===== src/engine_config.svh =====
`ifndef ENGINE_CONFIG_SVH
`define ENGINE_CONFIG_SVH

// Lanes per burst and beats per DMA burst
`define BURST_LEN 16
`define SAMPLE_W  16
`define ADDR_W    30  // DMA word address

// APB register byte offsets
`define REG_OP     8'h00
`define REG_CNT    8'h04
`define REG_DADDR  8'h08
`define REG_WADDR  8'h0C
`define REG_RADDR  8'h10
`define REG_CTRL   8'h14
`define REG_STATUS 8'h18

`endif


===== src/engine_types_pkg.sv =====
`include "engine_config.svh"

package engine_types_pkg;

	typedef logic signed [`SAMPLE_W-1:0] sample_t;

	// One value per lane, lane 0 in the low word
	typedef sample_t [`BURST_LEN-1:0] lane_vec_t;

	typedef logic [`ADDR_W-1:0] dma_addr_t;

	// Log2 of the burst count, and the burst counters
	typedef logic [2:0] cnt_log2_t;
	typedef logic [7:0] burst_cnt_t;  // Holds up to 2^7 bursts

	typedef enum logic [2:0] {
		OP_CONV  = 3'd1,
		OP_MPOOL = 3'd4,
		OP_APOOL = 3'd5
	} op_t;

	typedef struct packed {
		op_t       op;
		cnt_log2_t count_log2;
		dma_addr_t data_addr;
		dma_addr_t weight_addr;
		dma_addr_t result_addr;
	} op_cfg_t;

endpackage


===== src/engine_bus_pkg.sv =====
package engine_bus_pkg;

	import engine_types_pkg::*;

	typedef logic [7:0]  apb_addr_t;
	typedef logic [31:0] apb_data_t;

	// Host to slave
	typedef struct packed {
		logic      psel;
		logic      penable;
		logic      pwrite;
		apb_addr_t paddr;
		apb_data_t pwdata;
	} apb_req_t;

	// Slave to host
	typedef struct packed {
		apb_data_t prdata;
		logic      pready;
		logic      pslverr;
	} apb_rsp_t;

	// Burst request, en held for the whole burst
	typedef struct packed {
		logic      en;
		dma_addr_t addr;
	} dma_cmd_t;

	// Read ports: data delivered; write port: data valid
	typedef struct packed {
		logic    strobe;
		sample_t data;
	} dma_beat_t;

endpackage


===== src/csb_regs.sv =====
`timescale 1ns/1ps
`include "engine_config.svh"

module csb_regs import engine_types_pkg::*, engine_bus_pkg::*; (
	input  logic     clk,
	input  logic     rst,
	input  apb_req_t apb_req,
	input  logic     busy,
	input  logic     done_pulse,
	output apb_rsp_t apb_rsp,
	output op_cfg_t  cfg,
	output logic     start
);

	op_cfg_t   cfg_q;
	logic      done_q;
	logic      start_q;
	apb_data_t prdata_q;
	logic      pslverr_q;
	apb_data_t rd_data;
	logic      rd_err;
	logic      setup;
	logic      wr_acc;

	assign setup  = apb_req.psel && !apb_req.penable;
	assign wr_acc = apb_req.psel && apb_req.penable && apb_req.pwrite;

	// Register read mux, also flags unmapped offsets
	always_comb begin
		rd_data = '0;
		rd_err  = 1'b0;
		case (apb_req.paddr)
			`REG_OP:     rd_data[2:0] = cfg_q.op;
			`REG_CNT:    rd_data[2:0] = cfg_q.count_log2;
			`REG_DADDR:  rd_data[`ADDR_W-1:0] = cfg_q.data_addr;
			`REG_WADDR:  rd_data[`ADDR_W-1:0] = cfg_q.weight_addr;
			`REG_RADDR:  rd_data[`ADDR_W-1:0] = cfg_q.result_addr;
			`REG_CTRL:   rd_data = '0;  // Start bit reads back as zero
			`REG_STATUS: rd_data[1:0] = {done_q, busy};
			default:     rd_err = 1'b1;
		endcase
	end

	always_ff @(posedge clk or posedge rst) begin
		if (rst) begin
			cfg_q     <= '0;
			done_q    <= 1'b0;
			start_q   <= 1'b0;
			prdata_q  <= '0;
			pslverr_q <= 1'b0;
		end else begin
			// Response captured in setup, presented in access
			prdata_q  <= setup ? rd_data : '0;
			pslverr_q <= setup && rd_err;

			start_q <= wr_acc && (apb_req.paddr == `REG_CTRL) && apb_req.pwdata[0]
				&& !busy && !start_q;

			if (start_q)
				done_q <= 1'b0;
			else if (done_pulse)
				done_q <= 1'b1;  // Sticky until next start

			if (wr_acc) begin
				case (apb_req.paddr)
					`REG_OP:    cfg_q.op <= op_t'(apb_req.pwdata[2:0]);
					`REG_CNT:   cfg_q.count_log2 <= apb_req.pwdata[2:0];
					`REG_DADDR: cfg_q.data_addr <= apb_req.pwdata[`ADDR_W-1:0];
					`REG_WADDR: cfg_q.weight_addr <= apb_req.pwdata[`ADDR_W-1:0];
					`REG_RADDR: cfg_q.result_addr <= apb_req.pwdata[`ADDR_W-1:0];
					default:    ;
				endcase
			end
		end
	end

	assign apb_rsp = '{prdata: prdata_q, pready: 1'b1, pslverr: pslverr_q};
	assign cfg     = cfg_q;
	assign start   = start_q;

	// Engine must be idle whenever a start reaches it
	assert property (@(posedge clk) disable iff (rst) start |-> !busy);

endmodule


===== config.mk =====
export PLATFORM = sky130hd
export DESIGN_NAME = csb_regs
export DESIGN_NICKNAME = d
export VERILOG_FILES = /design/src/engine_types_pkg.sv /design/src/engine_bus_pkg.sv /design/src/csb_regs.sv
export VERILOG_INCLUDE_DIRS = /design/src
export SDC_FILE = /design/constraint.sdc
export NUM_CORES = 1
export LEC_CHECK = 0
export ABC_AREA = 1
export BUFFER_PORTS_ARGS = -buffer_cell sky130_fd_sc_hd__buf_2
export CAP_MARGIN = 20
export CELL_PAD_IN_SITES_DETAIL_PLACEMENT = 0
export CELL_PAD_IN_SITES_GLOBAL_PLACEMENT = 2
export CORE_MARGIN = 3
export CORE_UTILIZATION = 31
export CTS_CLUSTER_DIAMETER = 60
export DETAILED_ROUTE_END_ITERATION = 12
export PLACE_DENSITY = 0.85
export SYNTH_ARGS = -nofsm -noshare
export SYNTH_HDL_FRONTEND = slang
export SYNTH_SLANG_ARGS = --single-unit

===== constraint.sdc =====
create_clock -name clk -period 6.4 [get_ports clk]
set_input_delay 1.28 -clock clk [delete_from_list [all_inputs] [get_ports clk]]
set_output_delay 1.28 -clock clk [all_outputs]
set_load 0.01 [all_outputs]

==> results of run 1 <==
-- registers in the layout, summed over array words and instances, names as in the netlist --
name	cells
cfg	96
prdata_q	30
done_q	1
start	1
pslverr_q	1
-- worst min-delay path by stage --
stage                      start  endpoint  slack [ns]  cells after the start
after floorplan           done_q    done_q        0.46                      2
final                      start    done_q        0.47                      1
after global placement     start    done_q        0.46                      1
after global routing       start    done_q        0.49                      1
after CTS                  start    done_q        0.47                      1
after detailed placement   start    done_q        0.46                      1
-- logic make-up (layout without fill, tap and decap cells) --
family	after synthesis	in the layout
flip-flops	129	129
AO/OA/AOI/OAI	101	101
AND/OR/NAND/NOR	298	298
other	2	3
buffers and inverters	131	307
-- routing by layer --
metal	part of all wire, %	GRT usage, %	wire [um]	vias to the layer above
met4	1.3	5.25	212	2
met1	47	23.0	7740	2160
met3	6.5	5.22	1060	21
met5	0.079	0	13	-
li1	-	-	-	2367
met2	45	26.9	7330	123
-- cells in the mapped netlist --
| library cell | number | share of area (%) |
|---|---|---|
| conb_1 | 2 | 0.13 |
| nor3_1 | 14 | 1.2 |
| nand2_2 | 3 | 0.33 |
| nor2_4 | 3 | 0.60 |
| buf_4 | 4 | 0.53 |
| inv_1 | 96 | 6.4 |
| nand2_1 | 145 | 9.7 |
| nand3_1 | 43 | 3.8 |
| dfrtp_1 | 129 | 57 |
| a21oi_1 | 3 | 0.27 |
| clkbuf_1 | 10 | 0.67 |
| inv_2 | 3 | 0.20 |
| clkbuf_2 | 1 | 0.089 |
| nand3_2 | 1 | 0.18 |
| o21ai_1 | 9 | 0.80 |
| buf_6 | 6 | 1.2 |
| buf_2 | 11 | 0.98 |
| o21ai_0 | 72 | 6.4 |
| nor2_1 | 86 | 5.7 |
| nand2_4 | 2 | 0.40 |
| a21oi_2 | 17 | 2.6 |
| nor2_8 | 1 | 0.36 |
-- final cells by class --
class | instances | area share (%)
clock buffers | 22 | 6.40
clock inverters | 10 | 2.17
inverters | 99 | 5.19
multi-input cells | 402 | 25.4
flip-flops and latches | 129 | 44.5
well taps | 225 | 3.88
repair buffers | 176 | 12.5
-- where the power goes --
group | switching, W | internal (W) | leakage, nW
clock | 0.000356 | 0.000671 | 0.296
combinational | 0.0000607 | 0.0000281 | 1.97
sequential | 0.00000885 | 0.000828 | 1.73
total | 0.000425 | 0.00153 | 4.00
-- per-stage QoR --
step	area (sq um)	setup slack, ns	total power [W]	hold WS (ns)	cells
2_1_floorplan	5630	1.68	0.000899	0.464	662
3_3_place_gp	6610	2.76	0.000942	0.457	1030
3_5_place_dp	6630	2.83	0.000943	0.462	1031
4_1_cts	7250	3.26	0.00198	0.471	1063
5_1_grt	7250	3.05	0.00203	0.486	1063
6_report	7250	3.29	0.00195	0.466	1063
==> reports/results.ini, run 1 <==
[min_path]
hp-class=reg -> reg

[worst_setup_path]
arrival_ns=3.36
crit_buf_inv=2
r2r_setup_slack_ns=5.51
worst_setup_path_start_kind=primary input
path_depth=7
r2r_cells=4
path_cells=buf_2, inv_1, nand2_1, nor2_4, nand2_4, nor2_8, o21ai_0
path_max_fanout=60
worstSetupStartpoint=apb_req[32]
critical_path_class=in -> reg
slowest_delay_ns=0.80
worst_path_max_delay_cell=nor2_8
end_kind=flip-flop
r2r_end=prdata_q[6]
cp-endpoint=cfg[58]
timing.rr.start=cfg[66]
required_ns=6.65
crit_family=simple AND/OR/NAND/NOR gates

[synthesis]
synthSimpleGateAreaFrac_pct=22.3
synthCells=661
yosys-mux-area-fraction_pct=0
synth_top_family_by_area=simple AND/OR/NAND/NOR gates
ys_ff_latch=129
syn-mean-instance-area_sq_um=8.52
synth-compound-area-share_pct=10.1
seq_area_frac_synth_pct=57.3
syn_area_sq_mm=0.00563
yosys_warnings=0
synthAdderAreaFrac_pct=0
synth_xor_area_share_pct=0
ys_types=22

[finish]
drive_gt1_share_pct=28.3
fin_util_pct=41.4
area_growth_pct=28.8
multi_input_area_sq_mm=0.00184
diodes=0
seqCellArea_sq_mm=0.00323
final_cell_mix=172 x buf_2, 145 x nand2_1, 129 x dfrtp_1, 95 x inv_1, 85 x nor2_1
layout.nets=872
final_common_cell=buf_2
fill_cells=1831

[cts]
numCtsBuffers=17
clk_pin_slew_ns=0.06
clock_latency_ns=0.41
cts_max_level=4
post_cts.repair.setup_buffers=0
cts_tree=built
cts.repair.resized=0
cts_root_buf=clkbuf_16
clock_path_buffers=2
postCtsHoldBufs=0
clkSinkCount=129

[global_route]
overflow=0
grt_usage_pct=17.2
grt_pass1_vias=4798
antenna_found_initial=1
grt_pass1_wl_um=26700
grt_max_degree=71

[power_and_ir_drop]
p_per_area_mw_per_mm2=269
p_leak_nw=4.00
ir_drop_v=0.000173

[sta]
drv_slew=0
setup_viol=0
rsz0062_at_grt=false
fin_crit_sh_pct=48.6
hold_violations=0
relSlewSlack_pct=37.2
final.setup.tns_ns=0
period_needed_ns=3.11
fmax_mhz=321
tightest_slew_ns=0.942
finalClockSkew_ns=0.00592

[job]
maxCapViolCount=0

[drt]
drt_iter0_markers=236
drtAntennaViolNets=0
via_per_inst=4.40
routed_wl_um=16400
drc=0
drt_pre_antenna_iters=4
drt-wirelength-per-cell_um=15.4
via_count=4673

[placed_design]
gp_congestion=0.760
port_buffers=172
dpl.hpwl_um=11000

[floorplanning]
io_pins=178
die_w_um=141
rows=48
die_y_um=141
die_area_sq_mm=0.0198
start_util_pct=32.1
core_area_sq_mm=0.0175

[outcome]
status=complete, no violations

Note: power is estimated with default switching activity, not from simulation.
==> inputs of run 2 (changes only) <==
--- a/config.mk
+++ b/config.mk
@@ -12,10 +12,10 @@
 export CELL_PAD_IN_SITES_DETAIL_PLACEMENT = 0
 export CELL_PAD_IN_SITES_GLOBAL_PLACEMENT = 2
 export CORE_MARGIN = 3
-export CORE_UTILIZATION = 31
+export CORE_UTILIZATION = 26
 export CTS_CLUSTER_DIAMETER = 60
 export DETAILED_ROUTE_END_ITERATION = 12
-export PLACE_DENSITY = 0.85
+export PLACE_DENSITY = 0.76
 export SYNTH_ARGS = -nofsm -noshare
 export SYNTH_HDL_FRONTEND = slang
 export SYNTH_SLANG_ARGS = --single-unit
==> constraint.sdc (replaced) <==
create_clock -name clk -period 2.7 [get_ports clk]
set_input_delay 0.54 -clock clk [delete_from_list [all_inputs] [get_ports clk]]
set_output_delay 0.54 -clock clk [all_outputs]
set_load 0.01 [all_outputs]
==> run 2 against run 1 <==
Combinational power rose by 140%. Routed wire length up 5.1%. Final area rose by 2.2%. Critical endpoint is now cfg[38]. Setup slack lost 2.3 ns.
==> reports/results.ini, run 2 (synthesis gave the netlist of run 1 again) <==
[global_route]
gr-usage-met3_pct=4.16  ; -1.1 points
met2_usage_pct=24.8  ; -2.1 points
grt_pass1_wl_um=27200  ; +1.8%
busiest_layer=met2
grt_usage_pct=15.0  ; -2.2 points
use_met1_pct=19.1  ; -3.9 points
overflow=0  ; unchanged
grt_pass1_vias=4666  ; -2.8%
grt_max_degree=130  ; +83%
antenna_found_initial=0  ; -1

[finish]
layout.nets=882  ; +1.1%
finalNonFillerCells=1123  ; +5.6%
final_common_cell=buf_2
finalInstanceArea_sq_mm=0.00741  ; +2.2%
fin_util_pct=35.0  ; -6.3 points
largest_reg_flops=96  ; unchanged
area_growth_pct=31.6
final_cell_mix=172 x buf_2, 145 x nand2_1, 129 x dfrtp_1, 95 x inv_1, 85 x nor2_1
drive_gt1_share_pct=29.5  ; +1.2 points
diodes=0  ; unchanged

[placed_design]
dp.cells=1091  ; +5.8%
dpl.hpwl_um=11600  ; +5.9%
port_buffers=172  ; unchanged
placed_area_sq_mm=0.00682  ; +2.8%
gp_congestion=0.737  ; -3.0%

[power_and_ir_drop]
p_leak_nw=4.05  ; +1.3%
power.switching_w=0.00110  ; +160%
ir_drop_v=0.000363  ; +110%
internal-power_w=0.00343  ; +120%
swShare_pct=24.3  ; +2.5 points
p_per_area_mw_per_mm2=611  ; +130%
p_seq_share_pct=43.8  ; +0.9 points
clkPwrFrac_pct=51.4  ; -1.2 points
comb_power_share_pct=4.8  ; +0.2 points
total_power_w=0.00453  ; +130%

[worst_setup_path]
r2r_end=prdata_q[2]
critical_path_class=in -> reg
cp-endpoint=cfg[38]
end_kind=flip-flop
r2r_setup_slack_ns=1.70  ; -3.81 ns
r2r_cells=4  ; unchanged
arrival_ns=2.09  ; -1.27 ns
worst_setup_path_start_kind=primary input
timing.rr.start=cfg[2]
worstSetupStartpoint=apb_req[37]
required_ns=3.04  ; -3.61 ns
path_max_fanout=26  ; -57%

[sta]
tightest_slew_ns=0.704  ; -0.237 ns
drv_slew=0  ; unchanged
fin_crit_sh_pct=65.0
fmax_mhz=570
final.setup.tns_ns=0  ; unchanged
rsz0062_at_grt=false
relSlewSlack_pct=53.0  ; +16 points
period_needed_ns=1.75
finalClockSkew_ns=0.00847  ; +0.00255 ns
hold_violations=0  ; unchanged
setup_viol=0  ; unchanged

[cts]
cts_root_buf=clkbuf_16
clkSinkCount=129  ; unchanged
clk_pin_slew_ns=0.06  ; about the same
cts.repair.resized=0  ; unchanged
cts_tree=built
cts_max_level=4  ; unchanged
numCtsBuffers=17  ; unchanged
clock_latency_ns=0.41  ; about the same
clock_path_buffers=2  ; unchanged
postCtsHoldBufs=0  ; unchanged
post_cts.repair.setup_buffers=0  ; unchanged

[floorplanning]
core_area_sq_mm=0.0212  ; +21%
rows=53  ; +10%
die_w_um=153  ; +8.8%
start_util_pct=26.6  ; -5.5 points
die_y_um=153  ; +8.8%
io_pins=178  ; unchanged
die_area_sq_mm=0.0235  ; +18%

[drt]
via_count=4715  ; +0.90%
via_per_inst=4.20  ; -4.5%
drtAntennaViolNets=0  ; unchanged
drt_pre_antenna_iters=4  ; unchanged
routed_wl_um=17200  ; +5.1%
drc=0  ; unchanged
drt-wirelength-per-cell_um=15.3  ; -0.52%
drt_iter0_markers=196  ; -17%

[min_path]
hp-class=in -> async

[job]
maxCapViolCount=0  ; unchanged

[outcome]
status=complete, no violations

run 2: changes by cell type in the layout (fill, tap and decap cells not counted), sizes merged:
cell      previous run  this run
buf                176       186
clkbuf              22        18
inv                 99       103
bufinv               4         2
clkinv               3         4
clkinvlp             3         4
run 2: per-layer routing:
layer	routed length (um)	share of wire [%]
met1	7410	43
met2	8530	50
met3	1050	6.1
met4	199	1.2
met5	0	0
run 2: through the flow:
stage,worst slack [ns],hold WS (ns)
2_1_floorplan,0.565,0.464
3_3_place_gp,0.522,0.465
3_5_place_dp,0.493,0.465
4_1_cts,0.936,0.329
5_1_grt,0.746,0.333
6_report,0.946,0.347
run 2: cell type report:
type | instances | area [sq um]
Inverter | 99 | 375
Clock inverter | 14 | 154
Timing Repair Buffer | 186 | 1030
Sequential cell | 129 | 3230
Clock buffer | 18 | 439
Multi-Input combinational cell | 402 | 1840
Tap cell | 275 | 344
Fill cell | 2250 | 13700
run 2: worst max-delay path, stage by stage:
cell,delay [ns]
buf_2,0.10
nor2_1,0.09
nand2_1,0.15
inv_2,0.26
nand2_4,0.25
nor2_8,0.17
buf_4,0.31
nor2_1,0.09
a21oi_2,0.11
run 2: power by group through the flow:
| stage | clock network (W) | registers, W | logic [W] |
|---|---|---|---|
| detailed placement | 0 | 0.00202 | 0.000223 |
| CTS | 0.00240 | 0.00198 | 0.000224 |
| finish | 0.00233 | 0.00198 | 0.000216 |
| floorplan | 0 | 0.00203 | 0.000103 |
| global placement | 0 | 0.00202 | 0.000223 |
| global route | 0.00249 | 0.00199 | 0.000247 |
run 2: worst min-delay path by stage:
stage / startpoint / endpoint / slack (ns) / cells past startpoint
after floorplan: done_q / done_q / 0.46 / 2
after global placement: start / done_q / 0.47 / 1
after detailed placement: start / done_q / 0.47 / 1
after CTS: done_pulse / done_q / 0.33 / 3
after global routing: apb_req[21] / cfg[51] / 0.33 / 3
final: rst / pslverr_q / 0.35 / 3
